--- src/include/arcade_params.svh ---
`ifndef ARCADE_PARAMS_SVH
`define ARCADE_PARAMS_SVH

// ========================================
// ROM geometry
// ========================================
`define ROM_ADDR_W 12             // Byte address width of the ROM store

// ========================================
// Joystick word bit positions
// ========================================
`define JOY_RIGHT  0
`define JOY_LEFT   1
`define JOY_DOWN   2
`define JOY_UP     3
`define JOY_FIRE   4
`define JOY_BOMB   5

// ========================================
// PS/2 set 2 scan codes
// ========================================
`define KEY_UP     8'h75          // Cursor up
`define KEY_DOWN   8'h72          // Cursor down
`define KEY_LEFT   8'h6b          // Cursor left
`define KEY_RIGHT  8'h74          // Cursor right
`define KEY_COIN   8'h76          // ESC
`define KEY_START1 8'h05          // F1
`define KEY_START2 8'h06          // F2
`define KEY_FIRE1  8'h29          // Space
`define KEY_FIRE2  8'h11          // Alt

`endif
--- src/verilog/input_pkg.sv ---
`default_nettype none

package input_pkg;

	typedef logic [7:0] scan_code_t;  // Keyboard scan code
	typedef logic [7:0] joy_t;        // Joystick word, active high
	typedef logic [8:0] buttons_t;    // Held keys

	// Bit positions inside buttons_t
	localparam int BTN_UP     = 0;
	localparam int BTN_DOWN   = 1;
	localparam int BTN_LEFT   = 2;
	localparam int BTN_RIGHT  = 3;
	localparam int BTN_COIN   = 4;
	localparam int BTN_START1 = 5;
	localparam int BTN_START2 = 6;
	localparam int BTN_FIRE1  = 7;
	localparam int BTN_FIRE2  = 8;

endpackage

`default_nettype wire

--- src/verilog/key_decoder.sv ---
`default_nettype none

`include "arcade_params.svh"

module key_decoder (
	input  logic                  clk_sys,
	input  logic                  rst_n,
	input  logic                  key_strobe,
	input  logic                  key_pressed,
	input  input_pkg::scan_code_t key_code,
	output input_pkg::buttons_t   buttons
);

	import input_pkg::*;

	buttons_t btn_q;  // Held state per key

	// Make sets a bit and break clears it
	always_ff @(posedge clk_sys or negedge rst_n) begin
		if (!rst_n) begin
			btn_q <= '0;
		end else if (key_strobe) begin
			case (key_code)
				`KEY_UP:     btn_q[BTN_UP]     <= key_pressed;
				`KEY_DOWN:   btn_q[BTN_DOWN]   <= key_pressed;
				`KEY_LEFT:   btn_q[BTN_LEFT]   <= key_pressed;
				`KEY_RIGHT:  btn_q[BTN_RIGHT]  <= key_pressed;
				`KEY_COIN:   btn_q[BTN_COIN]   <= key_pressed;
				`KEY_START1: btn_q[BTN_START1] <= key_pressed;
				`KEY_START2: btn_q[BTN_START2] <= key_pressed;
				`KEY_FIRE1:  btn_q[BTN_FIRE1]  <= key_pressed;
				`KEY_FIRE2:  btn_q[BTN_FIRE2]  <= key_pressed;
				default: begin
					// Unmapped key
				end
			endcase
		end
	end

	assign buttons = btn_q;

endmodule

`default_nettype wire

--- config.mk ---
export PLATFORM = sky130hd
export DESIGN_NAME = key_decoder
export DESIGN_NICKNAME = d
export VERILOG_FILES = /design/src/verilog/input_pkg.sv /design/src/verilog/key_decoder.sv
export VERILOG_INCLUDE_DIRS = /design/src /design/src/include
export SDC_FILE = /design/constraint.sdc
export NUM_CORES = 1
export LEC_CHECK = 0
export BUFFER_PORTS_ARGS = -buffer_cell sky130_fd_sc_hd__clkbuf_2
export CELL_PAD_IN_SITES_DETAIL_PLACEMENT = 1
export CELL_PAD_IN_SITES_GLOBAL_PLACEMENT = 2
export CORE_ASPECT_RATIO = 0.8
export CORE_MARGIN = 4
export CORE_UTILIZATION = 28
export CTS_CLUSTER_SIZE = 16
export DETAILED_ROUTE_END_ITERATION = 6
export PLACE_DENSITY = 0.88
export SLEW_MARGIN = 10
export SYNTH_ARGS = -nofsm -noshare
export SYNTH_HDL_FRONTEND = slang
export SYNTH_SLANG_ARGS = --single-unit
--- constraint.sdc ---
create_clock -name clk_sys -period 1.2 [get_ports clk_sys]
set_clock_uncertainty 0.1 [all_clocks]
set_input_delay 0.18 -clock clk_sys [delete_from_list [all_inputs] [get_ports clk_sys]]
set_output_delay 0.18 -clock clk_sys [all_outputs]
set_load 0.02 [all_outputs]
-- After elaboration in Yosys (flattened, before gate mapping)
Index checks and enable logic that the tools add are counted.
- bits in registers: 9
- output and inout port bits: 9
- word-level logic and storage cells: 27
- input port bits: 12
- equality and inequality tests: 9
- reduce and logical (&&, ||, !) cells: 9
- operators with widths (operator ; count):
    $eq A8 B7 Y1 const B ; 5
    $reduce_and A2 Y1 ; 9
    $eq A8 B3 Y1 const B ; 2
    $eq A8 B5 Y1 const B ; 1
    $eq A8 B6 Y1 const B ; 1

-- Longest topological paths before layout
Gate-level depths: netlist of run 1.
- word-level depth: 2
- depth in mapped cells: 3
- depth with buffers taken out: 3

-- Worst setup path before layout of run 1
Ideal clock, no wire load.
- path type: input -> register
- start: in key_code[5]
- end: reg btn_q[5], in the netlist buttons[5]
- data required time: 0.972 ns
- buffers on the path: 0
- data arrival time: 1.416 ns
- slack: -0.443 ns
- cell stages on the path: 3
- setup time: 0.128 ns
- path through: or4_1 or4_1 mux2_1
- cells in the longest elaborated chain, start to end: 2
- RTL lines (what ; RTL line ; source):
    start, declared ; key_decoder.sv:10 ; input input_pkg::scan_code_t key_code,
    $eq A8 B3 Y1 ; key_decoder.sv:23 ; case (key_code)
    $reduce_and A2 Y1 (no source line) ; - ;
    end signal, assigned by index ; key_decoder.sv:24 ; `KEY_UP: btn_q[BTN_UP] <= key_pressed;
    end signal, assigned by index ; key_decoder.sv:25 ; `KEY_DOWN: btn_q[BTN_DOWN] <= key_pressed;
    end signal, assigned by index ; key_decoder.sv:26 ; `KEY_LEFT: btn_q[BTN_LEFT] <= key_pressed;
    end, declared ; key_decoder.sv:16 ; buttons_t btn_q;
Every way passes these cells.
A chain may end at the register's enable or synchronous reset.

-- Worst setup path in the final report of run 1
Same ends and word-level chain as after synthesis.

==> impl_results.md, run 1 <==
- Cell Area, Synth: about 460 sq um
- Ratio of cells with drive above 1 in the final layout: about three quarters
- Startpoint types: input port
- Max cap viols: 0
- Largest net degree at the start of global routing: 10
- Starting Density: a little under a third
- Synth warn: 0
- Avg Cell Area, Syn: about 12 sq um
- DR iter-0 viols: 7
- Layout Cells excl Fill: 98
- FF-to-FF End: buttons[5]
- Multi-input gate area: approximately 370 sq um
- Clk pin slew, worst setup/hold paths: approximately 0.07 ns
- Final RePlAce weighted congestion: about 0.79
- Post-route ant nets: 0
- Pwr Total: approximately 0.77 mW
- Simple-gate share of the synthesized area: ~28%
- Port bufs: 20
- Initial antenna violation count: 0
- Syn Nets: 49
- Worst-path fanout max: 2
- # nets final: 90
- Clock Sink Count: 9
- # fillers: 155
- Seq/Total Area, Yosys: 49.18%
- Compound-gate portion of the synthesized area: 0%
- Slew @ Worst Pin: between 0.3 and 0.4 ns
- Vias per inst: between 5 and 6
- CP Capture Type: flip-flop
- Diodes inserted: 0
- I/O pin total: 21
- Die width: around 53 microns
- Crit share post-route: 123.1%
- # DRC: 0
- Final setup viols: 5
- Top cell type's share of synthesized area: 49.18%
- H-tree depth: 1
- Largest family of logic cells by synthesized area: simple AND/OR/NAND/NOR gates
- Clk root buf: clkbuf_4
- Post-synthesis mux area share: 22.13%
- Max_slew headroom: between 70% and 80%
- Via count: 500
- Synth area leader: dfrtp_1
- Failing checks: setup timing
- Fin worst setup slack: -0.2777 ns
- Gate Count Post-Synth: 37
- DP HPWL: 1087 microns
- Leak: ~0.45 nW
- Bufs on Longest Clock Path: 2
- Worst EP arrival: 1.55 ns
- Row cnt: 12
- DRT Wirelength: about 1800 microns
- Pre-antenna DRT Iters: 4
- VDD IR max: between 0.6 and 0.7 mV
- Area grow syn2layout: 99.18%
- Top post-synthesis cells by area: dfrtp_1 49%, mux2_2 20%, nor4_1 5.5%
- Distinct cell type count after synthesis: 14
- Status: finished, violations left
- Setup_tns: -0.4704 ns
- Die Ht: between 40 and 50 microns
- RSZ-0062 raised after global routing: yes
- Vias in the first global route: approximately 580
- Core Box Area: roughly 1500 sq um
- Final count of pins violating max slew: 0
- Die ar.: about 2400 sq um
- Area after DPL: 708.2 sq um
- Worst setup path category: input port to flip-flop
- Final Cell Area: a little over 900 sq um
- GRT Resource Usage Total: about a fifth
- Number of flip-flops in the largest register: 9
- WL/cell: 18.71 microns
- Worst-Skew Late Latency: ~0.28 ns
- Post-layout min period: 1.478 ns
- R2r worst-path depth: 1
- Pwr/cell area: about 840 nW/um^2
- Worst Hold Class: input port to async pin
- Placed Cells: 92
- Fmax: 676.7 MHz
- Reg2Reg Setup Slack: between 0.3 and 0.4 ns
- CTS Buf Count: 3
- Post-synthesis adder-cell area fraction: 0%
- Yosys reg bits: 9
- CTS tree: built
- Reg2reg start: buttons[5]
- Total congestion overflow: 0
- Post-layout util: 62.63%
- Worst EP required: ~1.3 ns
- XOR/XNOR Fraction of Synth Area: 0%
- First-pass GRT wire length: between 2000 and 3000 microns
- Reg area: 225.2 sq um
- Hold Violations, Final: 0
[power breakdown]
group,switching [mW],total [mW],internal (mW)
registers,0.00836,0.326,0.318
clock network,0.120,0.249,0.129
logic,0.0985,0.194,0.0951
[layer usage]
layer	GRT usage [%]	wire length (microns)	up-vias
li1	-	-	230
met4	9.694	33	0
met3	7.407	110	4
met5	0	0	-
met1	21.12	756	244
met2	30.56	934	22
[critical path, stage by stage]
cell	delay, ns
buf_6	0.09
or4_4	0.54
or4_4	0.43
mux2_4	0.30
[final cells by class]
cell class | count | area share, %
Inverter | 1 | 0.4115
Clock buffer | 4 | 2.881
Tap cell | 21 | 2.881
Timing Repair Buffer | 36 | 28.53
Multi-Input combinational cell | 27 | 40.60
Sequential cell | 9 | 24.69
[worst max-delay path by stage]
stage / startpoint / end / slack, ns / depth (start not counted)
floorplan: key_code[5] / buttons[5] / -0.44 / 3
global placement: key_code[5] / buttons[5] / -0.54 / 4
detailed placement: key_code[5] / buttons[5] / -0.56 / 4
CTS: key_code[5] / buttons[5] / -0.26 / 4
global route: key_code[5] / buttons[5] / -0.27 / 4
finish: key_code[5] / buttons[5] / -0.28 / 4
[cells by family (layout without fill, tap and decap cells)]
family | count (synthesis) | after routing
flops | 9 | 9
buf+inv | 1 | 41
simple gates | 18 | 18
mux | 9 | 9
[cell usage after synthesis]
cell and number:
nor3_1 3, inv_1 1, mux2_1 1, nand3b_1 1, nor4_1 4, mux2_2 8
nor4b_1 1, and3b_1 1, nand2b_1 2, nand4_1 1, nand4b_1 2, or4_1 2
dfrtp_1 9, nand4bb_1 1
[through the flow]
stage               setup WS [ns]  hold WS (ns)
global route              -0.2660        0.2104
floorplan                 -0.4425       -0.2156
finish                    -0.2777        0.1850
detailed placement        -0.5639      -0.04510
global placement          -0.5361      -0.05213
CTS                       -0.2552        0.1769
[layout by cell type (no fill, tap or decap)]
cell type | netlist | layout
dfrtp_1 | 9 | 9
clkbuf_2 | 0 | 17
nand4b_1 | 2 | 2
mux2_2 | 8 | 1
or4_4 | 0 | 2
nand3b_1 | 1 | 1
and3b_1 | 1 | 1
nor4_1 | 4 | 1
buf_6 | 0 | 8
dlygate4sd3_1 | 0 | 1
nand4_1 | 1 | 1
nor3_2 | 0 | 1
inv_1 | 1 | 1
nor4b_4 | 0 | 1
buf_4 | 0 | 10
mux2_4 | 0 | 8
nand4bb_4 | 0 | 1
clkbuf_1 | 0 | 1
clkbuf_4 | 0 | 3
nor3_4 | 0 | 2
nand2b_1 | 2 | 2
nor4_4 | 0 | 3
[repair_timing]
item,4_1_cts,5_1_grt
gates resized for setup,20,12
hold buffers,1,0
pin swaps,5,4
hold endpoints to repair,9,0
setup endpoints to repair,8,8
setup buffers,3,1
No activity file was read; power rests on OpenSTA's default activity.
==> run 2: changes to the inputs <==
==> constraint.sdc (replaced) <==
create_clock -name clk_sys -period 1.2 [get_ports clk_sys]
set_clock_uncertainty 0.1 [all_clocks]
set_input_delay 0.12 -clock clk_sys [delete_from_list [all_inputs] [get_ports clk_sys]]
set_output_delay 0.12 -clock clk_sys [all_outputs]
set_load 0.02 [all_outputs]
==> impl_results.md, run 2 (same netlist as run 1, synthesis figures left out) <==
- Status: finished, violations left
- Failing checks: setup timing
- # fillers: approximately 160
- DRT Wirelength: 1740 microns
- # DRC: 0
- Worst EP required: around 1.3 ns
- Initial antenna violation count: 0
- VDD IR max: approximately 0.51 mV
- Final setup viols: 4
- Final count of pins violating max slew: 0
- Critical Path Most Common Cell: or4_4
- CTS Buf Count: 3
- # nets final: 88
- RSZ-0062 raised after global routing: yes
- CTS tree: built
- Gate power share: between 20 and 25%
- Vias per inst: between 5 and 6
- Worst EP arrival: ~1.5 ns
- Starting Density: about a third
- First-pass GRT wire length: roughly 2600 microns
- Pwr/cell area: 890.8 nW/um^2
- CP cell instances: buf_6 > or4_4 > or4_4 > mux2_4
- H-tree depth: 1
- Worst-path fanout max: 2
- WL/cell: around 18 microns
- Max cap viols: 0
- Commonest non-fill, non-tap cells in the layout: 19 x clkbuf_2, 11 x buf_4, 9 x dfrtp_1
- Leak: approximately 0.41 nW
- Flop pwr share: 43.9%
- Final Hold Slack: roughly 0.13 ns
- I/O pin total: 21
- Die Ht: 44.17 microns
- Largest net degree at the start of global routing: 10
- Critical path's slowest cell: or4_4
- DP HPWL: 1172 microns
- Clk root buf: clkbuf_4
- Diodes inserted: 0
- Pwr Total: ~0.74 mW
- Total congestion overflow: 0
- Post-route ant nets: 0
- Row cnt: 12
- Sw frac: about 30%
- Die width: about 53 microns
- CP Capture Type: flip-flop
- Leading cell type in the layout, fill and taps excluded: clkbuf_2
- Core Box Area: 1456 sq um
- Worst-Skew Late Latency: ~0.27 ns
- Crit path largest cell delay: ~0.52 ns
- Die ar.: around 2400 sq um
- Number of flip-flops in the largest register: 9
- Clock Sink Count: 9
- Startpoint types: input port
- Reg area: ~230 sq um
- Slew @ Worst Pin: ~0.33 ns
- Bufs on Longest Clock Path: 2
- Hold Violations, Final: 0
- Internal power: between 0.5 and 0.6 mW
- Worst setup path category: input port to flip-flop
- Pre-antenna DRT Iters: 4
- Multi-input gate area: approximately 330 sq um
- Crit share post-route: 117.7%
- Vias in the first global route: 539
- Clk pin slew, worst setup/hold paths: 0.07 ns
- Port bufs: 20
- GRT Resource Usage Total: approximately 16%
- Area grow syn2layout: 81.69%
- Worst Hold Class: input port to flip-flop
- Via count: 490
- Fmax: 708.1 MHz
- Switching power: 0.2214 mW
- Post-layout min period: roughly 1.4 ns
- Clock share of power: approximately 33%
- DR iter-0 viols: 3
- Final RePlAce weighted congestion: between 0.7 and 0.8
- Ratio of cells with drive above 1 in the final layout: 73.33%
- Fin worst setup slack: -0.2122 ns
- Max_slew headroom: between 70% and 80%
## run 2: path summary, 6_finish.rpt
path	from	to	slack [ns]	depth (start not counted)
max	key_code[5]	buttons[5]	-0.21	4
max reg2reg	buttons[6]	buttons[6]	0.32	1
min reg2reg	buttons[8]	buttons[8]	0.41	1
max in group asynchronous	rst_n	buttons[8]	0.65	2
min in group asynchronous	rst_n	buttons[3]	0.16	2
min	key_pressed	buttons[0]	0.13	2
## run 2: through the flow
stage          area, sq um  TNS [ns]  setup slack, ns  std cells  util [%]
6_report             832.0   -0.3395          -0.2122         96     57.13
4_1_cts              759.5   -0.3381          -0.2046         95     52.15
5_1_grt              832.0   -0.3664          -0.2079         96     57.13
3_3_place_gp         686.9    -2.594          -0.4773         90     47.16
3_5_place_dp         686.9    -2.816          -0.5068         90     47.16
2_1_floorplan        470.5   -0.5308          -0.3825         37         -
## run 2: final cells by class
cell class | count | area share [%]
repair buffers | 34 | 26.62
clock inverters | 1 | 0.6015
multi-input cells | 27 | 39.40
inverters | 1 | 0.4511
clock buffers | 3 | 2.707
well taps | 21 | 3.158
flip-flops and latches | 9 | 27.07
## run 2: worst max-delay path, delay by kind of cell
kind / cells / cell delay, ns
buffers and inverters: 1 / 0.09
multiplexers: 1 / 0.31
AND/OR/NAND/NOR: 2 / 0.95
## run 2: layer usage
layer	track usage (%)	vias to the layer above	wire length [microns]
met5	0	-	0
met3	7.071	8	93
met2	28.12	19	917
met4	4.592	0	30
li1	-	224	-
met1	17.39	239	699
## run 2: power by group through the flow
| stage | clock (mW) | sequential [mW] | combinational, mW |
|---|---|---|---|
| 5_1_grt | 0.275 | 0.327 | 0.180 |
| 4_1_cts | 0.257 | 0.325 | 0.148 |
| 2_1_floorplan | 0 | 0.349 | 0.0298 |
| 3_3_place_gp | 0 | 0.330 | 0.133 |
| 6_report | 0.246 | 0.326 | 0.170 |
| 3_5_place_dp | 0 | 0.330 | 0.136 |
## run 2: timing repair
item	4_1_cts	5_1_grt
pin swaps	1	0
buffers inserted	0	1
endpoints found under the setup margin	5	7
gates resized for setup	7	11
hold buffers	1	0
hold endpoints to repair	9	0
