File: src/include/arcade_params.svh
`ifndef ARCADE_PARAMS_SVH
`define ARCADE_PARAMS_SVH

// ========================================
// ROM geometry
// ========================================
`define ROM_ADDR_W 12             // Byte address width of the ROM store

// ========================================
// Joystick word bit positions
// ========================================
`define JOY_RIGHT  0
`define JOY_LEFT   1
`define JOY_DOWN   2
`define JOY_UP     3
`define JOY_FIRE   4
`define JOY_BOMB   5

// ========================================
// PS/2 set 2 scan codes
// ========================================
`define KEY_UP     8'h75          // Cursor up
`define KEY_DOWN   8'h72          // Cursor down
`define KEY_LEFT   8'h6b          // Cursor left
`define KEY_RIGHT  8'h74          // Cursor right
`define KEY_COIN   8'h76          // ESC
`define KEY_START1 8'h05          // F1
`define KEY_START2 8'h06          // F2
`define KEY_FIRE1  8'h29          // Space
`define KEY_FIRE2  8'h11          // Alt

`endif
File: src/verilog/input_pkg.sv
`default_nettype none

package input_pkg;

	typedef logic [7:0] scan_code_t;  // Keyboard scan code
	typedef logic [7:0] joy_t;        // Joystick word, active high
	typedef logic [8:0] buttons_t;    // Held keys

	// Bit positions inside buttons_t
	localparam int BTN_UP     = 0;
	localparam int BTN_DOWN   = 1;
	localparam int BTN_LEFT   = 2;
	localparam int BTN_RIGHT  = 3;
	localparam int BTN_COIN   = 4;
	localparam int BTN_START1 = 5;
	localparam int BTN_START2 = 6;
	localparam int BTN_FIRE1  = 7;
	localparam int BTN_FIRE2  = 8;

endpackage

`default_nettype wire

File: src/verilog/control_mapper.sv
`default_nettype none

`include "arcade_params.svh"

module control_mapper (
	input  logic                clk_sys,
	input  logic                rst_n,
	input  logic                rotate,
	input  input_pkg::buttons_t buttons,
	input  input_pkg::joy_t     joystick_0,
	input  input_pkg::joy_t     joystick_1,
	output logic                ctl_up,
	output logic                ctl_down,
	output logic                ctl_left,
	output logic                ctl_right,
	output logic                ctl_fire,
	output logic                ctl_bomb,
	output logic                ctl_coin,
	output logic                ctl_start1,
	output logic                ctl_start2
);

	import input_pkg::*;

	logic raw_up, raw_down, raw_left, raw_right;
	logic raw_fire, raw_bomb;

	// Keyboard and both sticks share one player
	assign raw_up    = buttons[BTN_UP]    | joystick_0[`JOY_UP]    | joystick_1[`JOY_UP];
	assign raw_down  = buttons[BTN_DOWN]  | joystick_0[`JOY_DOWN]  | joystick_1[`JOY_DOWN];
	assign raw_left  = buttons[BTN_LEFT]  | joystick_0[`JOY_LEFT]  | joystick_1[`JOY_LEFT];
	assign raw_right = buttons[BTN_RIGHT] | joystick_0[`JOY_RIGHT] | joystick_1[`JOY_RIGHT];
	assign raw_fire  = buttons[BTN_FIRE1] | joystick_0[`JOY_FIRE]  | joystick_1[`JOY_FIRE];
	assign raw_bomb  = buttons[BTN_FIRE2] | joystick_0[`JOY_BOMB]  | joystick_1[`JOY_BOMB];

	always_ff @(posedge clk_sys or negedge rst_n) begin
		if (!rst_n) begin
			ctl_up     <= 1'b0;
			ctl_down   <= 1'b0;
			ctl_left   <= 1'b0;
			ctl_right  <= 1'b0;
			ctl_fire   <= 1'b0;
			ctl_bomb   <= 1'b0;
			ctl_coin   <= 1'b0;
			ctl_start1 <= 1'b0;
			ctl_start2 <= 1'b0;
		end else begin
			ctl_up     <= rotate ? raw_left  : raw_up;     // Rotated cabinet
			ctl_down   <= rotate ? raw_right : raw_down;
			ctl_left   <= rotate ? raw_down  : raw_left;
			ctl_right  <= rotate ? raw_up    : raw_right;
			ctl_fire   <= raw_fire;
			ctl_bomb   <= raw_bomb;
			ctl_coin   <= buttons[BTN_COIN];     // Keyboard only
			ctl_start1 <= buttons[BTN_START1];
			ctl_start2 <= buttons[BTN_START2];
		end
	end

endmodule

`default_nettype wire

File: config.mk
export PLATFORM = sky130hd
export DESIGN_NAME = control_mapper
export DESIGN_NICKNAME = d
export VERILOG_FILES = /design/src/verilog/input_pkg.sv /design/src/verilog/control_mapper.sv
export VERILOG_INCLUDE_DIRS = /design/src /design/src/include
export SDC_FILE = /design/constraint.sdc
export NUM_CORES = 1
export LEC_CHECK = 0
export BUFFER_PORTS_ARGS = -buffer_cell sky130_fd_sc_hd__buf_2
export CORE_AREA = 2 2 39 41
export CTS_CLUSTER_SIZE = 25
export DETAILED_ROUTE_END_ITERATION = 10
export DIE_AREA = 0 0 41 43
export MAX_ROUTING_LAYER = met4
export SLEW_MARGIN = 10
export SYNTH_ARGS = -nofsm -noshare
export SYNTH_HDL_FRONTEND = slang
export SYNTH_SLANG_ARGS = --single-unit
File: constraint.sdc
create_clock -name clk_sys -period 0.8 [get_ports clk_sys]
set_input_delay 0.08 -clock clk_sys [delete_from_list [all_inputs] [get_ports clk_sys]]
set_output_delay 0.08 -clock clk_sys [all_outputs]
set_load 0.03 [all_outputs]
-- After elaboration in Yosys (flattened, before gate mapping)
Index checks and enable logic that the tools add are counted.
- register bits after elaboration: 9
- output and inout bits: 9
- logic and storage cells: 25
- multiplexer cells: 4
- bitwise operators: 12
- operators by type and width (kind ; count):
    1-bit bitwise OR ; 12
    1-bit 2-to-1 mux ; 4

-- Depth between registers and ports, before layout
Gate-level depths: netlist of the first run.
- word-level depth: 3
- gate-level depth with buffers: 2

-- Worst setup path after synthesis of the first run
Ideal clock, no wire load.
- kind: input port to flip-flop
- start point: input port joystick_1[5]
- end point: register ctl_bomb
- arrival: 424 ps
- data required time: 668 ps
- setup slack: 245 ps
- cell stages on the path: 1
- buffers on the path: 0
- path through: or3_1
- longest elaborated chain between the ends: 1
- RTL lines (item ; line ; source):
    from (decl) ; control_mapper.sv:11 ; input input_pkg::joy_t joystick_1,
    1-bit bitwise OR ; control_mapper.sv:34 ; assign raw_bomb = buttons[BTN_FIRE2] | joystick_0[`JOY_BOMB] | joystick_1[`JOY_BOMB];
    to (signal assigned) ; control_mapper.sv:53 ; ctl_bomb <= raw_bomb;
    to (decl) ; control_mapper.sv:17 ; output logic ctl_bomb,
No other way between the ends.

-- Worst setup path after layout of the first run
- start point: register ctl_fire
- end point: output port ctl_fire
- RTL lines (item ; line ; source):
    from (decl) ; control_mapper.sv:16 ; output logic ctl_fire,
    from (signal assigned) ; control_mapper.sv:52 ; ctl_fire <= raw_fire;
No word-level cell between the ends.

==> results of run 1 <==
[state kept, by name, summed over array words and instances, names as in the netlist]
register,count
ctl_start1,1
ctl_bomb,1
ctl_coin,1
ctl_left,1
ctl_start2,1
ctl_down,1
ctl_up,1
ctl_fire,1
ctl_right,1
[cells by family after synthesis]
family | Yosys count | synth area share [%]
buf+inv | 1 | 1.651
flops | 9 | 74.38
mux | 4 | 13.22
simple gates | 6 | 10.74
[stage by stage]
stage	worst slack (ns)	total power, mW	util (%)
final	-0.04497	1.009	43.40
after global routing	-0.07419	1.062	43.40
after CTS	-0.06033	1.031	43.40
after detailed placement	0.07932	0.6433	34.54
after global placement	0.1008	0.6408	34.54
after floorplan	0.2449	0.5587	-
[timing repair]
action	in CTS	in global routing
endpoints found under the setup margin	9	9
hold endpoints to repair	12	0
pin swaps	0	0
hold buffers	4	0
gates resized for setup	18	0
[worst min-delay path by stage]
| stage | startpoint | to | slack (ns) | cells after the start |
|---|---|---|---|---|
| after detailed placement | rst_n | ctl_bomb$_DFF_PN0_ | -0.06 | 1 |
| after global placement | rst_n | ctl_fire$_DFF_PN0_ | -0.07 | 1 |
| final | buttons[8] | ctl_bomb$_DFF_PN0_ | 0.02 | 2 |
| after global routing | joystick_1[4] | ctl_fire$_DFF_PN0_ | 0.03 | 2 |
| after CTS | buttons[8] | ctl_bomb$_DFF_PN0_ | 0.01 | 2 |
| after floorplan | rst_n | ctl_bomb$_DFF_PN0_ | -0.22 | 0 |
[synth_stat cells]
master and number:
sky130_fd_sc_hd__clkbuf_2 1, sky130_fd_sc_hd__mux2i_1 4, sky130_fd_sc_hd__nor3_1 4, sky130_fd_sc_hd__dfrtp_1 9, sky130_fd_sc_hd__or3_1 2
[power groups by stage]
stage | sequential [mW] | clock, mW | combinational [mW]
floorplan | 0.536 | 0 | 0.0227
global placement | 0.489 | 0 | 0.152
detailed placement | 0.489 | 0 | 0.154
CTS | 0.487 | 0.350 | 0.194
global route | 0.489 | 0.362 | 0.212
finish | 0.487 | 0.329 | 0.193
[layer usage]
metal / track usage, % / part of all wire, % / up-vias
met5: - / 0 / -
met4: 8.000 / 0 / 0
met3: 4.712 / 17 / 0
met2: 16.25 / 45 / 33
met1: 9.667 / 38 / 125
li1: - / - / 147
[area by class of cell]
type	instances	area share, %
Sequential cell	9	37.50
Timing Repair Buffer	36	42.71
Multi-Input combinational cell	10	12.08
Tap cell	16	3.333
Clock buffer	4	4.375
==> results.md, run 1 <==
- The run finished, with violations left.
- The checks that failed: negative setup slack.
- The max capacitance violation total is 0.
- The average footprint of a synthesized cell is 15.14 um^2.
- The floorplan die area is 1763 um^2.
- The number of buffers inserted by port buffering is 32.
- The total area of multi-input combinational cells is 72.57 um^2.
- After legalization and detailed placement, the total HPWL measured 591.4 um.
- Sequential cells burn 48.2% of the power.
- The signal on the critical path passes through buf_6.
- The final number of hold-violating endpoints came to 0.
- The category of cells accounting for the largest share of critical-path delay is flip-flops.
- The number of warnings printed during yosys synthesis is 0.
- The maximum ir drop on the vdd rail is 484.7 uV.
- At the pin with the least slew margin, the transition time is 0.2669 ns.
- The global route total overflow is 0.
- In this run the static leakage power is 0.2955 nW.
- The first global-routing pass estimated 1124 um of wire.
- Setup repair after global routing could not meet its margin everywhere.
- The critical path ends at ctl_fire.
- Counting the fill cells in the layout gives 134.
- The ratio of routed vias to standard cells is 4.067.
- The number of remaining DRC errors is 0.
- The root buffer cell chosen for the clock tree is sky130_fd_sc_hd__clkbuf_4.
- The number of failing setup endpoints in the final timing report is 9.
- The biggest cell delay along the critical path is 0.38 ns.
- The setup fix buffers added after clock tree synthesis is 0.
- The number of diodes is 0.
- Counting every instance in the synthesized netlist gives 20.
- For this configuration, the core starts out at a cell density of 21.88%.
- The number of antenna violations at the first check in global routing came to 0.
- In this run the tightest slew margin relative to its limit is 82.07%.
- For this design the ratio of total power to cell area is 1681 nW/um^2.
- The first-pass detailed-route iteration total is 2.
- In the post-synthesis netlist, the biggest area contributors are sky130_fd_sc_hd__dfrtp_1 74%, sky130_fd_sc_hd__mux2i_1 13%, sky130_fd_sc_hd__nor3_1 6.6%, sky130_fd_sc_hd__or3_1 4.1%, sky130_fd_sc_hd__clkbuf_2 1.7%.
- The number of ports placed on the die boundary is 37.
- Relative to the synthesized area, the layout overhead comes to 98.35%.
- The region available for standard cell placement spans 1384 um^2.
- The cell taking the most area after synthesis is sky130_fd_sc_hd__dfrtp_1.
- In this run the vertical extent of the chip is 43 um.
- The switching power as a share of total power is 23.55%.
- The number of buffers and inverters on the critical path is 1.
- The clock passes through at most 2 buffers.
- The critical path in this run is classified as reg -> out.
- TritonCTS built the clock tree.
- The total detailed-routing wirelength is 769 um.
- The final critical delay including setup and external delays is 0.8450 ns.
- In this run the worst setup path begins at ctl_fire$_DFF_PN0_.
- In the final routed layout, each cell accounts on average for 10.25 um.
- The number of placed instances, taps included, is 67.
- The net switching power is 237.7 uW.
- The most common cell after layout, fill and taps aside is sky130_fd_sc_hd__buf_2.
- The combinational share of power is 19.1%.
- For this run, the number of standard cells in the final layout without fillers is 75.
- The required arrival time at the worst endpoint is 0.72 ns.
- In the post-route analysis, the smallest setup slack over all paths is -0.04497 ns.
- The number of max-slew violations in the final report came to 0.
- The register cell area after layout is 225.2 um^2.
- The CTS buffer count is 3.
- The highest clock rate is 1.183 GHz.
- The global routing usage summed across all routing layers is 10.61%.
- The sink count of the clock tree is 9.
- Routability-driven placement finished with a final weighted congestion of 0.6529.
- The sum of negative setup slack is -0.3422 ns.
- The path length in cells of the critical path is 1.
- The total number of placement rows is 14.
- The type of element launching the critical path is a flip-flop.
- The top cell types in the final layout, fill and taps aside, are 23 x sky130_fd_sc_hd__buf_2, 9 x sky130_fd_sc_hd__dfrtp_1, 9 x sky130_fd_sc_hd__buf_6.
- The maximum number of pins on one net before global-route repair is 10.
- The share of total power in the clock network is 32.6%.
- The data arrival time of the worst path is 0.76 ns.
- Among all stages on the critical path, the largest delay is contributed by sky130_fd_sc_hd__dfrtp_1.
- The die width is 41 um.
- The residual antenna-violating net count after detailed routing is 0.
- The final hold slack is 0.02309 ns.
- The routed layout has 305 vias.
- The internal power is 771.7 uW.
- The mapped cell area is 302.8 um^2.
- The final layout net count is 88.
- The synthesized net count is 48.
- In this run, synthesis produced a sequential element count of 9.
- Along the worst path, the maximum fanout reaches 1.
- The nature of the critical path endpoint is an output pin.
- The fraction of final layout cells with drive strength greater than 1 is 59.32%.
- The number of different library cells used by synthesis comes to 5.
- The number of levels in the clock H-tree is 1.
- The share of Yosys cell area claimed by the top area cell type is 74.38%.
- For this run, the register share of the synthesized area comes to 74.38%.
- The number of global-route vias before repair is 310.
- The final cycle utilization of the critical path is 105.6%.
- Clock-pin slew was measured on the worst setup and hold paths at 0.05 ns.
- The tightest min-delay check is of the in -> reg type.
- The detailed router finished its first iteration with 3 violations.
- The finished cells cover 600.6 um^2.
- After detailed placement, the total cell area comes to 478.0 um^2.
No activity file was read; power rests on OpenSTA's default activity.
==> run 2, diff against run 1 <==
- CAP_MARGIN: not set -> 20
- clock period: 0.8 -> 0.9 ns (I/O delays scaled with it)
==> run 2 against run 1 <==
Net effect: the flow now finishes without violations; routed wire length grew 0.52%; global-route usage increased by 0.10 points; clock power decreased by 11%; critical path depth is the same; flip-flop and latch count is the same; largest cell class is now flip-flops and latches; hold slack gained 0.011 ns; sequential share of layout area up 2.9 points; count of clock-buffer cells in the layout unchanged; cell count did not move; via count is 0.66% higher; combinational power is 20% lower.
==> results.md, run 2 (synthesized netlist as in run 1, its figures left out) <==
- Traced cell by cell, the critical path runs through buf_2.
- Across the VDD grid, the largest voltage drop is 432.7 uV.
- Entering global routing, the biggest net connects 10 pins.
- After layout, the minimum clock period comes to 0.8708 ns.
- The detailed-route via count is 307.
- The top cell types in the final layout, fill and taps aside, are 30 x sky130_fd_sc_hd__buf_2, 9 x sky130_fd_sc_hd__dfrtp_1, 4 x sky130_fd_sc_hd__nor3_1, 4 x sky130_fd_sc_hd__mux2i_1, 4 x sky130_fd_sc_hd__dlygate4sd3_1.
- In the final timing run, aggregate negative setup slack is 0 ns.
- CTS placed an instance of sky130_fd_sc_hd__clkbuf_4 at the clock tree root.
- Summing all non-filler instances in the final layout gives an area of 556.8 um^2.
- The total detailed-routing wirelength is 773 um.
- The critical path is of the reg -> out type.
- The setup fix buffers added after clock tree synthesis is 0.
- After layout, the worst path uses 96.76% of the clock period.
- The data arrival time of the worst path is 0.78 ns.
- 37 I/O pins were placed.
- The sink count of the clock tree is 9.
- The number of failing setup endpoints in the final timing report is 0.
- STA classifies the critical path startpoint as a flip-flop.
- The region available for standard cell placement spans 1384 um^2.
- The die outline height is 43 um.
- The global route total overflow is 0.
- TritonCTS built the clock tree.
- The die covers 1763 um^2.
- Timing would allow up to 1.148 GHz.
- The number of max-slew violations in the final report is 0.
- After the last flow step, the layout net total stands at 88.
- Across the run, the number of max-cap violations was 0.
- The capture endpoint of the worst hold path is ctl_fire$_DFF_PN0_.
- In this run the tightest slew margin relative to its limit is 82.05%.
- The clock transition at the register clock pins on the worst setup and hold paths after CTS is 0.05 ns.
- CTS built an H-tree with a depth of 1.
- Leaving out fill and tap cells, the most frequent cell in the layout is sky130_fd_sc_hd__buf_2.
- The fraction of final layout cells with drive strength greater than 1 is 59.32%.
- 0 antenna diodes ended up in the layout.
- The global placement routability congestion is 0.6528.
- The number of global-route vias before repair is 318.
- The detailed placement HPWL is 591.4 um.
- The number of remaining DRC errors is 0.
- Counting both buffers and inverters, the worst setup path holds a total of 1.
- Among cell families on the critical path, the largest total delay comes from flip-flops.
- For this configuration, the core starts out at a cell density of 21.88%.
- Setup repair after global routing left no endpoint under its margin.
- The start point of the worst min-delay path is joystick_1[4].
- The CTS buffer count is 3.
- The detailed-route wire length per cell is 10.31 um.
- In this run the power density over the cells is 1574 nW/um^2.
- The die is 41 um wide.
- The first-pass detailed-route iteration total is 2.
- The global-route wire length before repair is 1145 um.
- The flow ran to the end, and the final reports show no timing, DRC or antenna violations.
- Across every metal layer, demand over resource in global routing totals 10.72%.
- The worst min-delay path class is in -> reg.
- The maximum buffer depth of the clock tree is 2.
- The nature of the critical path endpoint is an output pin.
- The number of antenna violations at the first check in global routing is 0.
- Of all nets on the critical path, the largest fanout is 1.
- Row generation in the floorplan step produced 14 rows.
- The number of cells on the worst hold path is 2.
- The ratio of routed vias to standard cells is 4.093.
- The transition time at the pin with the least slew margin is 0.2672 ns.
- The number of buffers inserted by port buffering is 32.
- The final hold slack is 0.03405 ns.
- The final number of hold-violating endpoints is 0.
- The number of DRC violations after detailed-routing iteration 0 is 3.
- In this run the cell area measured after placement is 478.0 um^2.
- For this design, the slowest cell found on the critical path is sky130_fd_sc_hd__dfrtp_1.
- In this run the remaining antenna-violating nets after routing total 0.
- The static leakage is 0.2736 nW.
- The growth of design area from synthesis to finish is 83.88%.
- Data on the critical path is required at its endpoint by 0.81 ns.
- For this run, the slowest stage of the critical path takes 0.36 ns.
[run 2: changes by cell type in the layout (fill, tap and decap cells not counted)]
cell,previous run,this run
sky130_fd_sc_hd__buf_2,23,30
sky130_fd_sc_hd__buf_6,9,2
[run 2: worst max-delay path by stage]
stage,from,end,slack [ns],depth (start not counted)
global placement,joystick_0[0],ctl_down$_DFF_PN0_,0.19,3
CTS,ctl_left$_DFF_PN0_,ctl_left,0.01,1
floorplan,joystick_1[5],ctl_bomb$_DFF_PN0_,0.33,1
detailed placement,joystick_0[0],ctl_right$_DFF_PN0_,0.17,3
finish,ctl_left$_DFF_PN0_,ctl_left,0.03,1
global route,ctl_down$_DFF_PN0_,ctl_down,0.002,1
[run 2: final cells by class]
class | instances | area (um^2)
Timing Repair Buffer | 36 | 212.7
Multi-Input combinational cell | 10 | 72.57
Fill cell | 141 | 827.0
Tap cell | 16 | 20.02
Sequential cell | 9 | 225.2
Clock buffer | 4 | 26.28
[run 2: power breakdown]
part / internal [mW] / switching, mW / leakage (nW)
clock network: 0.170 / 0.123 / 0.0150
logic: 0.0749 / 0.0798 / 0.167
registers: 0.424 / 0.00539 / 0.0921
[run 2: metal layers]
metal	GRT usage, %	wire length [um]
met5	-	0
met4	8.000	0
met3	5.236	150
met2	16.25	344
met1	9.667	278
[run 2: metrics by stage]
step / utilization, % / cells / total power [mW] / worst slack, ns
2_1_floorplan: - / 20 / 0.4966 / 0.3349
3_3_place_gp: 34.54 / 67 / 0.5696 / 0.1907
3_5_place_dp: 34.54 / 67 / 0.5719 / 0.1693
4_1_cts: 39.33 / 75 / 0.8887 / 0.009851
5_1_grt: 40.24 / 75 / 0.9236 / 0.001846
6_report: 40.24 / 75 / 0.8765 / 0.02917
[run 2: what timing repair did]
item / in CTS / in global routing
setup endpoints to repair: 0 / 2
gates resized for setup: 0 / 6
endpoints found under the hold margin: 12 / 0
hold buffers: 4 / 0
