$ cat config.mk
export PLATFORM = sky130hd
export DESIGN_NAME = load_sequencer
export DESIGN_NICKNAME = d
export VERILOG_FILES = /design/src/verilog/rom_pkg.sv /design/src/verilog/load_sequencer.sv
export VERILOG_INCLUDE_DIRS = /design/src /design/src/include
export SDC_FILE = /design/constraint.sdc
export NUM_CORES = 1
export LEC_CHECK = 0
export BUFFER_PORTS_ARGS = -buffer_cell sky130_fd_sc_hd__buf_2
export CAP_MARGIN = 40
export CORE_MARGIN = 2
export CORE_UTILIZATION = 41
export CTS_CLUSTER_SIZE = 25
export DETAILED_ROUTE_END_ITERATION = 8
export HOLD_SLACK_MARGIN = 0.15
export PLACE_DENSITY = 0.75
export SYNTH_ARGS = -nofsm -noshare
export SYNTH_HDL_FRONTEND = slang
export SYNTH_SLANG_ARGS = --single-unit
$ cat constraint.sdc
create_clock -name clk_sys -period 2.55 [get_ports clk_sys]
set_input_delay 0.51 -clock clk_sys [delete_from_list [all_inputs] [get_ports clk_sys]]
set_output_delay 0.51 -clock clk_sys [all_outputs]
set_load 0.02 [all_outputs]
$ cat src/include/arcade_params.svh
`ifndef ARCADE_PARAMS_SVH
`define ARCADE_PARAMS_SVH

// ========================================
// ROM geometry
// ========================================
`define ROM_ADDR_W 12             // Byte address width of the ROM store

// ========================================
// Joystick word bit positions
// ========================================
`define JOY_RIGHT  0
`define JOY_LEFT   1
`define JOY_DOWN   2
`define JOY_UP     3
`define JOY_FIRE   4
`define JOY_BOMB   5

// ========================================
// PS/2 set 2 scan codes
// ========================================
`define KEY_UP     8'h75          // Cursor up
`define KEY_DOWN   8'h72          // Cursor down
`define KEY_LEFT   8'h6b          // Cursor left
`define KEY_RIGHT  8'h74          // Cursor right
`define KEY_COIN   8'h76          // ESC
`define KEY_START1 8'h05          // F1
`define KEY_START2 8'h06          // F2
`define KEY_FIRE1  8'h29          // Space
`define KEY_FIRE2  8'h11          // Alt

`endif
$ cat src/verilog/rom_pkg.sv
`default_nettype none

`include "arcade_params.svh"

package rom_pkg;

	typedef logic [`ROM_ADDR_W-1:0] rom_addr_t;  // Byte address
	typedef logic [7:0]             rom_data_t;  // One ROM byte

	// Write handshake progress in the load sequencer
	typedef enum logic [1:0] {
		IDLE,
		REQ,          // Request up, waiting for ack
		WAIT_ACK_LOW  // Request down, waiting for ack to drop
	} load_state_t;

endpackage

`default_nettype wire

$ cat src/verilog/load_sequencer.sv
`default_nettype none

module load_sequencer (
	input  logic                clk_sys,
	input  logic                rst_n,
	input  logic                dl_active,
	input  logic                dl_wr,
	input  logic                user_reset,
	input  rom_pkg::rom_addr_t  dl_addr,
	input  rom_pkg::rom_data_t  dl_data,
	output logic                wr_req,
	output rom_pkg::rom_addr_t  wr_addr,
	output rom_pkg::rom_data_t  wr_data,
	input  logic                wr_ack,
	output logic                load_overrun,
	output logic                rom_loaded,
	output logic                core_reset
);

	import rom_pkg::*;

	load_state_t state;
	logic        dl_wr_q;
	logic        dl_active_q;
	logic        dl_fall_q;   // End of download seen one cycle ago
	logic        wr_edge;

	assign wr_edge = dl_active & dl_wr & ~dl_wr_q;

	// ========================================
	// Edge detection
	// ========================================
	always_ff @(posedge clk_sys or negedge rst_n) begin
		if (!rst_n) begin
			dl_wr_q     <= 1'b0;
			dl_active_q <= 1'b0;
			dl_fall_q   <= 1'b0;
		end else begin
			dl_wr_q     <= dl_wr;
			dl_active_q <= dl_active;
			dl_fall_q   <= dl_active_q & ~dl_active;
		end
	end

	// ========================================
	// Four-phase write handshake
	// ========================================
	always_ff @(posedge clk_sys or negedge rst_n) begin
		if (!rst_n) begin
			state        <= IDLE;
			load_overrun <= 1'b0;
		end else begin
			case (state)
				IDLE: if (wr_edge) state <= REQ;
				REQ: if (wr_ack) state <= WAIT_ACK_LOW;
				WAIT_ACK_LOW: if (!wr_ack) state <= IDLE;
				default: state <= IDLE;
			endcase
			if (wr_edge && state != IDLE)
				load_overrun <= 1'b1;  // Sticky until reset
		end
	end

	// Address and data stay put for the whole handshake
	always_ff @(posedge clk_sys) begin
		if (wr_edge && state == IDLE) begin
			wr_addr <= dl_addr;
			wr_data <= dl_data;
		end
	end

	assign wr_req = (state == REQ);

	// ========================================
	// Load status and core reset
	// ========================================
	always_ff @(posedge clk_sys or negedge rst_n) begin
		if (!rst_n) begin
			rom_loaded <= 1'b0;
			core_reset <= 1'b1;
		end else begin
			if (dl_fall_q)
				rom_loaded <= 1'b1;
			core_reset <= user_reset | ~rom_loaded;
		end
	end

endmodule

`default_nettype wire

* Yosys cells after proc, flatten, opt, wreduce, memory -nomap -nowiden
Cells that the tools add are included.
** Cells by class
- Equal/unequal tests :: 5
- Bitwise gates (word level) :: 7
- Reduce and logical (&&, ||, !) cells :: 5
- Mux-type cells :: 4
** Operator list (count)
- 2-to-1 mux 2 bit :: 3
- one-hot mux 2 bit (3 select lines) :: 1
- != test 2 bit, second input constant :: 2
- bitwise AND 1 bit :: 3
- inverter 1 bit :: 3
- AND reduction 3 bit :: 1
- == test 2 x 1 -> 1 bit, second input constant :: 1
- == test 2 bit, second input constant :: 1
- logical AND 1 bit :: 2
- zero test 2 bit :: 1
- != test 2 x 1 -> 1 bit, second input constant :: 1
- nonzero test 2 bit :: 1
- OR 1 bit :: 1
** Storage, ports and cells
- Register bits after elaboration :: 28
- Input bits :: 26
- Output and inout port bits :: 24

* Logic depth before layout (Yosys ltp)
Gate-level depths: netlist of run 1.
- Depth after elaboration :: 4
- Mapped depth :: 2
- Mapped depth without buffers :: 2

* Worst setup path before layout of run 1
No wires, ideal clock.
- Path type :: in2reg
- Start :: input dl_wr
- End :: register wr_addr[0], enable pin
- Slack :: 0.100 ns
- Stages on the path :: 2
- Arrival time :: 2.027 ns
- Library setup time :: 0.422 ns
- Path through :: nand3b_1 -> nor3_1
** On the way
- Word-level cells in the longest chain between the ends :: 3
** Ends and longest elaborated chain
- start, declared :: line load_sequencer.sv:7 : input logic dl_wr,
- bitwise AND 1 bit (2 in series) :: line load_sequencer.sv:28 : assign wr_edge = dl_active & dl_wr & ~dl_wr_q;
- logical AND 1 bit :: line load_sequencer.sv:66 : if (wr_edge && state == IDLE) begin
- end signal, assigned :: line load_sequencer.sv:67 : wr_addr <= dl_addr;
- end, declared :: line load_sequencer.sv:12 : output rom_pkg::rom_addr_t wr_addr,
Every way passes these cells.
A chain may end at the register's enable or synchronous reset.

* Worst setup path in the final report of run 1
- Start :: register state[1]
- End :: output wr_req
** On the way
- Word-level cells in the longest chain between the ends :: 1
** Ends and longest elaborated chain
- start, declared :: line load_sequencer.sv:22 : load_state_t state;
- start signal, assigned :: line load_sequencer.sv:50 : state <= IDLE;
- start signal, assigned :: line load_sequencer.sv:54 : IDLE: if (wr_edge) state <= REQ;
- start signal, assigned :: line load_sequencer.sv:55 : REQ: if (wr_ack) state <= WAIT_ACK_LOW;
- == test 2 x 1 -> 1 bit :: line load_sequencer.sv:72 : assign wr_req = (state == REQ);
- end, declared :: line load_sequencer.sv:11 : output logic wr_req,
Every way passes these cells.

==> impl_metrics.yaml, run 1 <==
run_status:
  outcome: "complete, no violations"
power_and_ir_drop:
  report.power.total_mw: 0.800
  cellLeakagePower_nw: 0.531
  cell_pwr_density_nw_per_um2: 654
  power.switching_fraction: 0.206
  vdd_ir_drop_max_mv: 0.398
  power_frac_clock: 0.248
  cell_internal_pwr_mw: 0.635
  p_seq_frac: 0.652
  p_sw_mw: 0.165
  power_frac_comb: 0.100
synthesis:
  synthesis.nets: 66
  synth_area_in_simple_gates: 0.0692
  cell_types_occupying_the_most_area_after_synthesis: "sky130_fd_sc_hd__edfxtp_1 (68%), sky130_fd_sc_hd__dfrtp_1 (20%), sky130_fd_sc_hd__dfstp_2 (3.0%), sky130_fd_sc_hd__and2b_2 (2.0%), sky130_fd_sc_hd__or3b_1 (0.99%)"
  synth-warning-count: 0
  synth_top_flop_cell: "sky130_fd_sc_hd__edfxtp_1"
  post_synth_fa_ha_maj_area_fraction: 0
  synth_seq_area_share: 0.905
  synth_edf_count: 20
  yosys.area_share.xor_xnor: 0
  synthesis.instances: 40
  synth_top_family_by_area: "simple AND/OR/NAND/NOR gates"
  yosys.area.top_type_share: 0.678
  post_synth_mux_area_share: 0
  synth-async-reset-ratio: 0.286
  synth.lib_cells_used.distinct: 14
  netlist.top_cell.by_area: "sky130_fd_sc_hd__edfxtp_1"
  synthesis.area_sq_um: 886
  ys_top_cells_by_count: "sky130_fd_sc_hd__edfxtp_1 (20), sky130_fd_sc_hd__dfrtp_1 (7), sky130_fd_sc_hd__and2b_2 (2)"
  synth_area_per_cell_sq_um: 22.1
  synth.most_common_cell: "sky130_fd_sc_hd__edfxtp_1"
  number_of_register_bits_inferred_by_synthesis: 28
  share_of_the_synthesized_area_in_compound_gates_ao_oa_aoi_oai: 0.0254
finish:
  design.final.nets: 122
  antenna_cells_inserted: 0
  post-route-cell-area_sq_um: 1220
  final_core_util: 0.611
  area_growth_syn_to_layout_pct: 38.1
  instances_no_fill: 122
  drive_gt1_frac: 0.621
sta:
  fin_crit_share: 0.654
  max_freq_ghz: 0.599
  drv_slew: 0
  timing.final.hold_violations: 0
  rsz0062_at_grt: "false"
  period_needed_ns: 1.67
  setup_slack_ns: 0.881
  worstMarginPinSlew_ns: 0.233
  max_slew_margin: 0.845
  hold_slack_ns: 0.313
  timing.clock.skew_ns: 0.000859
  finalSetupViolations: 0
  setup-tns-final_ns: 0
clock_network:
  cts_setup_buffers: 0
  cts_inserted_buffers: 3
  cts_root_buffer: "sky130_fd_sc_hd__clkbuf_4"
  worst_skew_late_latency_ns: 0.30
  clkSlewWorstSetupHoldPaths_ns: 0.13
  tritoncts: "yes"
  clockBufferDepth: 2
  numClockSinks: 28
  htree_num_levels: 1
setup_path:
  path_class: "reg2out"
  critical_path.max_fanout: 6
  critical_path.endpoint_type: "output pin"
  critical_path.startpoint_type: "register"
  worst-endpoint-arrival_ns: 1.16
  critical_path_data_required_time_ns: 2.04
routing:
  dr.pass1.iters: 2
  antenna_left: 0
  avgViaCountPerCell: 4.39
  wl_per_cell_um: 11.0
  drt-total-wl_mm: 1.34
  num_vias: 536
  drt_iter0_drc: 2
  drc_errors: 0
die:
  core_area_sq_um: 2000
  die_height_um: 50.5
  rows: 16
  initial_utilization: 0.443
  dieArea_sq_um: 2550
  chipWidth_um: 50.5
  ios: 50
placed_design:
  routabilityCongestion: 0.640
  detailed_place_hpwl_mm: 1.05
  detailed_place.area_sq_um: 1180
  pre_cts_slack_ns: 1.07
  inst_count_dp: 117
  port_buffers: 49
global_route:
  grt_first_pass_wirelength_mm: 2.04
  number_of_global_route_vias_before_repair: 472
  grt_start_max_net_pins: 21
  globalRoute.totalOverflow: 0
  total_global_route_track_usage: 0.112
  initial_antenna_violation_count: 0
run:
  cap_violations: 0
worst_hold_path:
  hp-class: "in2reg"
[routing by layer]
layer | wire length, um | vias up | track usage | part of all wire
met5 | 0 | - | 0 | 0
met4 | 9 | 0 | 0.0676 | 0.0067
met3 | 174 | 2 | 0.0417 | 0.13
met2 | 566 | 39 | 0.164 | 0.42
met1 | 588 | 238 | 0.143 | 0.44
li1 | - | 257 | - | -
[placed cells by master (no fill, tap or decap)]
master / instances
sky130_fd_sc_hd__and2b_2: 2
sky130_fd_sc_hd__buf_2: 49
sky130_fd_sc_hd__buf_4: 1
sky130_fd_sc_hd__clkbuf_4: 3
sky130_fd_sc_hd__clkbuf_8: 1
sky130_fd_sc_hd__dfrtp_1: 7
sky130_fd_sc_hd__dfstp_2: 1
sky130_fd_sc_hd__dlygate4sd3_1: 1
sky130_fd_sc_hd__edfxtp_1: 20
sky130_fd_sc_hd__nand2b_1: 1
sky130_fd_sc_hd__nand3b_1: 1
sky130_fd_sc_hd__nor2_1: 1
sky130_fd_sc_hd__nor2b_1: 1
sky130_fd_sc_hd__nor3_2: 1
sky130_fd_sc_hd__o21a_1: 1
sky130_fd_sc_hd__o21bai_1: 1
sky130_fd_sc_hd__o31ai_1: 1
sky130_fd_sc_hd__or2_2: 1
sky130_fd_sc_hd__or3b_1: 1
[cell type report]
cell class                      count  area (sq um)
Timing Repair Buffer               51           263
Clock buffer                        4          36.3
Multi-Input combinational cell     12          88.8
Sequential cell                    28           802
Tap cell                           27          33.8
Fill cell                         173           778
[power groups by stage]
stage,combinational [mW],sequential [mW],clock (mW)
5_1_grt,0.0883,0.524,0.224
4_1_cts,0.0818,0.523,0.205
3_5_place_dp,0.0808,0.532,0
2_1_floorplan,0.0194,0.551,0
3_3_place_gp,0.0791,0.531,0
6_report,0.0800,0.522,0.198
[worst max-delay path, stage by stage (launching register included)]
cell and delay (ns):
sky130_fd_sc_hd__dfrtp_1 0.45, sky130_fd_sc_hd__and2b_2 0.25, sky130_fd_sc_hd__buf_2 0.15
[repair_timing]
action / 4_1_cts / 5_1_grt
gates resized for setup: 0 / 0
hold endpoints to repair: 7 / 0
hold buffers: 1 / 0
[state kept, by name (all words and copies together) (netlist names)]
signal        count
wr_addr          12
wr_data           8
state             2
core_reset        1
dl_active_q       1
dl_fall_q         1
dl_wr_q           1
load_overrun      1
rom_loaded        1
[worst paths after layout]
check | from | end | slack (ns) | depth (start not counted)
hold reg to reg | rom_loaded$_DFFE_PN0P_ | core_reset$_DFF_PN1_ | 0.44 | 1
setup reg to reg | dl_wr_q$_DFF_PN0_ | wr_data[6]$_DFFE_PP_ | 1.26 | 3
min in group asynchronous | rst_n | dl_wr_q$_DFF_PN0_ | 0.54 | 2
max in group asynchronous | rst_n | core_reset$_DFF_PN1_ | 1.77 | 2
hold / removal | dl_wr | dl_wr_q$_DFF_PN0_ | 0.31 | 1
setup / recovery | state[1]$_DFFE_PN0P_ | wr_req | 0.88 | 2
[cells by family after synthesis]
group              after synthesis
AOI/OAI and AO/OA                3
DFF                             28
and+or+nand+nor                  9
Note: power is estimated with default switching activity, not from simulation.
==> run 2, diff against run 1 <==
--- a/config.mk
+++ b/config.mk
@@ -9,11 +9,11 @@
 export BUFFER_PORTS_ARGS = -buffer_cell sky130_fd_sc_hd__buf_2
 export CAP_MARGIN = 40
 export CORE_MARGIN = 2
-export CORE_UTILIZATION = 41
+export CORE_UTILIZATION = 37
 export CTS_CLUSTER_SIZE = 25
 export DETAILED_ROUTE_END_ITERATION = 8
 export HOLD_SLACK_MARGIN = 0.15
-export PLACE_DENSITY = 0.75
+export PLACE_DENSITY = 0.72
 export SYNTH_ARGS = -nofsm -noshare
 export SYNTH_HDL_FRONTEND = slang
 export SYNTH_SLANG_ARGS = --single-unit
==> constraint.sdc (replaced) <==
create_clock -name clk_sys -period 1.35 [get_ports clk_sys]
set_input_delay 0.27 -clock clk_sys [delete_from_list [all_inputs] [get_ports clk_sys]]
set_output_delay 0.27 -clock clk_sys [all_outputs]
set_load 0.02 [all_outputs]
==> run 2 against run 1 <==
Core utilization is 7.0 points higher. Worst hold slack got worse by 0.13 ns. First-iteration DRC count unchanged. Global-route usage rose by 2.2 points. Cell count grew 22%. Wire length increased by 25%. Critical endpoint unchanged. Highest routed layer is now met3.
==> impl_metrics.yaml, run 2 (synthesis results as in run 1) <==
global_route:
  number_of_global_route_vias_before_repair: 640
  total_global_route_track_usage: 0.135
  grt_start_max_net_pins: 21
  globalRoute.totalOverflow: 0
  initial_antenna_violation_count: 0
  grt_first_pass_wirelength_mm: 2.65
die:
  core_area_sq_um: 2230
  dieArea_sq_um: 2800
  die_height_um: 52.9
  rows: 17
  chipWidth_um: 52.9
  ios: 50
  initial_utilization: 0.397
setup_path:
  critical_path_data_required_time_ns: 1.08
  worst-endpoint-arrival_ns: 1.07
  timing.critical_path.slowest_stage_cell: "sky130_fd_sc_hd__dfrtp_2"
  slowest_delay_ns: 0.42
  timing.critical_path.cells: "and2b_2 -> buf_6"
  path_class: "reg2out"
  critical_path.endpoint_type: "output pin"
  critical_path.startpoint_type: "register"
  critical_path.max_fanout: 2
sta:
  period_needed_ns: 1.34
  worstMarginPinSlew_ns: 0.234
  timing.clock.skew_ns: 0.00302
  rsz0062_at_grt: "true"
  drv_slew: 0
  finalSetupViolations: 0
  max_slew_margin: 0.843
  fin_crit_share: 0.991
  max_freq_ghz: 0.747
  timing.final.hold_violations: 0
finish:
  largest_reg_flops: 12
  final_core_util: 0.681
  antenna_cells_inserted: 0
  layout.cells.most_common_list: "sky130_fd_sc_hd__buf_2 (48), sky130_fd_sc_hd__dlygate4sd3_1 (24), sky130_fd_sc_hd__edfxtp_1 (20)"
  drive_gt1_frac: 0.529
  layout_top_registers: "wr_addr: 12 flops, wr_data: 8 flops, state: 2 flops"
  design.final.nets: 148
  post-route-cell-area_sq_um: 1520
  final_common_cell: "sky130_fd_sc_hd__buf_2"
  instances_no_fill: 149
  area_growth_syn_to_layout_pct: 71.8
  largest_register: "wr_addr"
clock_network:
  numClockSinks: 28
  htree_num_levels: 1
  cts_root_buffer: "sky130_fd_sc_hd__clkbuf_4"
  worst_skew_late_latency_ns: 0.31
  tritoncts: "yes"
  clockBufferDepth: 2
  clkSlewWorstSetupHoldPaths_ns: 0.13
  cts_inserted_buffers: 3
power_and_ir_drop:
  power.switching_fraction: 0.195
  power_frac_comb: 0.136
  cell_internal_pwr_mw: 1.40
  p_seq_frac: 0.564
  power_frac_clock: 0.299
  vdd_ir_drop_max_mv: 0.716
  cellLeakagePower_nw: 0.648
  p_sw_mw: 0.339
  cell_pwr_density_nw_per_um2: 1140
  report.power.total_mw: 1.74
routing:
  antenna_left: 0
  drt_iter0_drc: 2
  dr.pass1.iters: 3
  drt-total-wl_mm: 1.67
  num_vias: 625
  wl_per_cell_um: 11.2
  drc_errors: 0
  avgViaCountPerCell: 4.19
worst_hold_path:
  hp-class: "in2reg"
placed_design:
  port_buffers: 49
  inst_count_dp: 118
  detailed_place.area_sq_um: 1200
  routabilityCongestion: 0.620
  detailed_place_hpwl_mm: 1.09
run_status:
  outcome: "complete, no violations"
run:
  cap_violations: 0
==> run 2: path summary, 6_finish.rpt <==
check | start | to | slack (ns) | cells past startpoint
max | state[0]$_DFFE_PN0P_ | wr_req | 0.01 | 2
min | wr_ack | state[1]$_DFFE_PN0P_ | 0.18 | 2
max reg2reg | dl_wr_q$_DFF_PN0_ | wr_addr[10]$_DFFE_PP_ | 0.10 | 3
min reg2reg | rom_loaded$_DFFE_PN0P_ | core_reset$_DFF_PN1_ | 0.44 | 1
max in group asynchronous | rst_n | core_reset$_DFF_PN1_ | 0.82 | 2
min in group asynchronous | rst_n | dl_wr_q$_DFF_PN0_ | 0.30 | 2
==> run 2: metal layers <==
| metal | part of all wire | vias to the layer above | global-route usage |
|---|---|---|---|
| met2 | 0.51 | 37 | 0.250 |
| met5 | 0 | - | 0 |
| li1 | - | 312 | - |
| met4 | 0 | 0 | 0.0385 |
| met1 | 0.39 | 276 | 0.152 |
| met3 | 0.10 | 0 | 0.0311 |
==> run 2: what timing repair did <==
action,CTS,global route
endpoints found under the hold margin,32,0
endpoints found under the setup margin,1,1
resized for setup,4,0
pin swaps,0,0
hold buffers,24,0
cloned,0,0
setup buffers,2,1
==> run 2: area by class of cell <==
cell class	instances	area, sq um
clock buffers	3	22.5
multi-input cells	12	95.1
repair buffers	77	534
fillers	166	712
clock inverters	1	30.0
flip-flops and latches	28	805
well taps	28	35.0
==> run 2: metrics by stage <==
stage	worst slack (ns)	hold WS, ns	setup TNS (ns)
floorplan	-0.135	-0.0256	-2.69
global placement	0.121	0.112	0
detailed placement	0.109	0.116	0
CTS	-0.00149	0.157	-0.00149
global route	-0.0485	0.180	-0.0485
finish	0.0118	0.180	0
==> run 2: critical path: cells and delay by family (launching register included) <==
family                 cells  cell delay (ns)
DFF                        1             0.42
buffers and inverters      1             0.13
and+or+nand+nor            1             0.21
==> run 2: power by group through the flow <==
stage                     Combinational [mW]  Clock [mW]  Sequential [mW]
after global routing                   0.260       0.576            0.986
after global placement                 0.156           0             1.00
after floorplan                       0.0383           0             1.04
after CTS                              0.232       0.537            0.980
after detailed placement               0.157           0             1.01
final                                  0.237       0.521            0.981
==> run 3, diff against run 2 <==
--- a/config.mk
+++ b/config.mk
@@ -13,7 +13,8 @@
 export CTS_CLUSTER_SIZE = 25
 export DETAILED_ROUTE_END_ITERATION = 8
 export HOLD_SLACK_MARGIN = 0.15
-export PLACE_DENSITY = 0.72
+export PLACE_DENSITY = 0.74
+export SLEW_MARGIN = 20
 export SYNTH_ARGS = -nofsm -noshare
 export SYNTH_HDL_FRONTEND = slang
 export SYNTH_SLANG_ARGS = --single-unit
==> run 3 against run 2 <==
Cell count shrank 0.67%. Die area unchanged. Total power down 11%. Register-to-register slack barely moved.
==> impl_metrics.yaml, run 3 (synthesis results as in run 1) <==
global_route:
  grt.met1_usage: 0.146
  met3_usage: 0.0254
  number_of_global_route_vias_before_repair: 625
  met2_layer_usage_reported_by_global_route: 0.250
  grt_start_max_net_pins: 21
  grt_first_pass_wirelength_mm: 2.59
  total_global_route_track_usage: 0.131
  globalRoute.totalOverflow: 0
  initial_antenna_violation_count: 0
  grt_busiest_layer: "met2"
setup_path:
  critical_path.max_fanout: 2
  launching_instance_or_port_of_the_critical_path: "state[0]$_DFFE_PN0P_"
  timing.rr.end: "wr_addr[2]$_DFFE_PP_"
  critical_path_data_required_time_ns: 1.08
  worst-r2r-setup-slack_ns: 0.11
  worst-r2r-cell-count: 3
  ff_to_ff_start: "dl_wr_q$_DFF_PN0_"
  critical_path.startpoint_type: "register"
  path_class: "reg2out"
  worst-endpoint-arrival_ns: 1.07
  critical_path.endpoint_type: "output pin"
routing:
  num_vias: 620
  drt_iter0_drc: 1
  avgViaCountPerCell: 4.19
  antenna_left: 0
  drt-total-wl_mm: 1.65
  wl_per_cell_um: 11.2
  dr.pass1.iters: 2
  drc_errors: 0
worst_hold_path:
  whs_endpoint: "state[1]$_DFFE_PN0P_"
  worstHoldStart: "wr_ack"
  hold_depth: 2
  hp-class: "in2reg"
sta:
  worstMarginPinSlew_ns: 0.228
  fin_crit_share: 0.993
  period_needed_ns: 1.34
  max_slew_margin: 0.847
  max_freq_ghz: 0.746
  drv_slew: 0
  finalSetupViolations: 0
  timing.final.hold_violations: 0
  rsz0062_at_grt: "true"
  setup_slack_ns: 0.00962
  timing.clock.skew_ns: 0.00190
die:
  core_area_sq_um: 2230
  rows: 17
  dieArea_sq_um: 2800
  initial_utilization: 0.397
  chipWidth_um: 52.9
  die_height_um: 52.9
  ios: 50
placed_design:
  routabilityCongestion: 0.580
  pre_cts_slack_ns: 0.110
  port_buffers: 49
finish:
  drive_gt1_frac: 0.517
  layout.cells.most_common_list: "sky130_fd_sc_hd__buf_2 (48), sky130_fd_sc_hd__dlygate4sd3_1 (24), sky130_fd_sc_hd__edfxtp_1 (20)"
  num-fill-cells: 161
  largest_reg_flops: 12
  final_core_util: 0.666
  design.final.nets: 147
  final_common_cell: "sky130_fd_sc_hd__buf_2"
  layout_top_registers: "wr_addr: 12 flops, wr_data: 8 flops, state: 2 flops"
  largest_register: "wr_addr"
  area_growth_syn_to_layout_pct: 67.9
  multi_input_gate_area_in_the_final_layout_sq_um: 95.1
  ff_latch_area_sq_um: 805
  antenna_cells_inserted: 0
clock_network:
  tritoncts: "yes"
  worst_skew_late_latency_ns: 0.31
  cts_inserted_buffers: 3
  clkSlewWorstSetupHoldPaths_ns: 0.13
  cts_root_buffer: "sky130_fd_sc_hd__clkbuf_4"
  clockBufferDepth: 2
  numClockSinks: 28
  htree_num_levels: 1
run:
  cap_violations: 0
run_status:
  outcome: "complete, no violations"
power_and_ir_drop:
  vdd_ir_drop_max_mv: 0.714
  cell_pwr_density_nw_per_um2: 1040
  cellLeakagePower_nw: 0.630
[run 3: final cells by class]
type                    count  share of cell area
multi-input cells          12              0.0639
clock buffers               3              0.0151
clock inverters             1             0.00252
repair buffers             76               0.354
flip-flops and latches     28               0.541
well taps                  28              0.0235
[run 3: critical path, stage by stage (launching register included)]
cell and delay, ns:
sky130_fd_sc_hd__dfrtp_2 0.42, sky130_fd_sc_hd__and2b_2 0.21, sky130_fd_sc_hd__buf_6 0.13
[run 3: per-stage QoR]
step,TNS [ns],total power [mW],instances,hold slack [ns],instance area [sq um]
floorplan,-2.69,1.08,40,-0.0256,897
global placement,0,1.16,118,0.113,1200
CTS,0,1.55,148,0.169,1490
detailed placement,0,1.17,118,0.118,1200
global route,-0.0433,1.62,148,0.168,1490
finish,0,1.54,148,0.173,1490
[run 3: routing by layer]
layer	wire (um)	part of all wire	vias to the layer above
li1	-	-	307
met1	653	0.40	279
met2	835	0.51	34
met3	164	0.099	0
met4	0	0	0
met5	0	0	-
[run 3: how the worst max path moves through the flow]
stage                            endpoint  slack, ns  cells past startpoint
finish                             wr_req       0.01                      2
global route                       wr_req      -0.04                      2
CTS                                wr_req      0.005                      2
detailed placement   wr_addr[0]$_DFFE_PP_       0.11                      3
global placement    wr_addr[11]$_DFFE_PP_       0.12                      3
floorplan            wr_addr[0]$_DFFE_PP_      -0.13                      2
[run 3: where the power goes]
group	switching, mW	total, mW	internal (mW)
Sequential	0.0120	0.981	0.969
Clock	0.219	0.327	0.108
Combinational	0.106	0.232	0.126
[run 3: timing repair]
| item | CTS | global route |
|---|---|---|
| setup buffers | 2 | 0 |
| endpoints found under the setup margin | 1 | 1 |
| hold buffers | 24 | 0 |
| endpoints found under the hold margin | 32 | 0 |
| cloned | 0 | 0 |
| gates resized for setup | 4 | 0 |
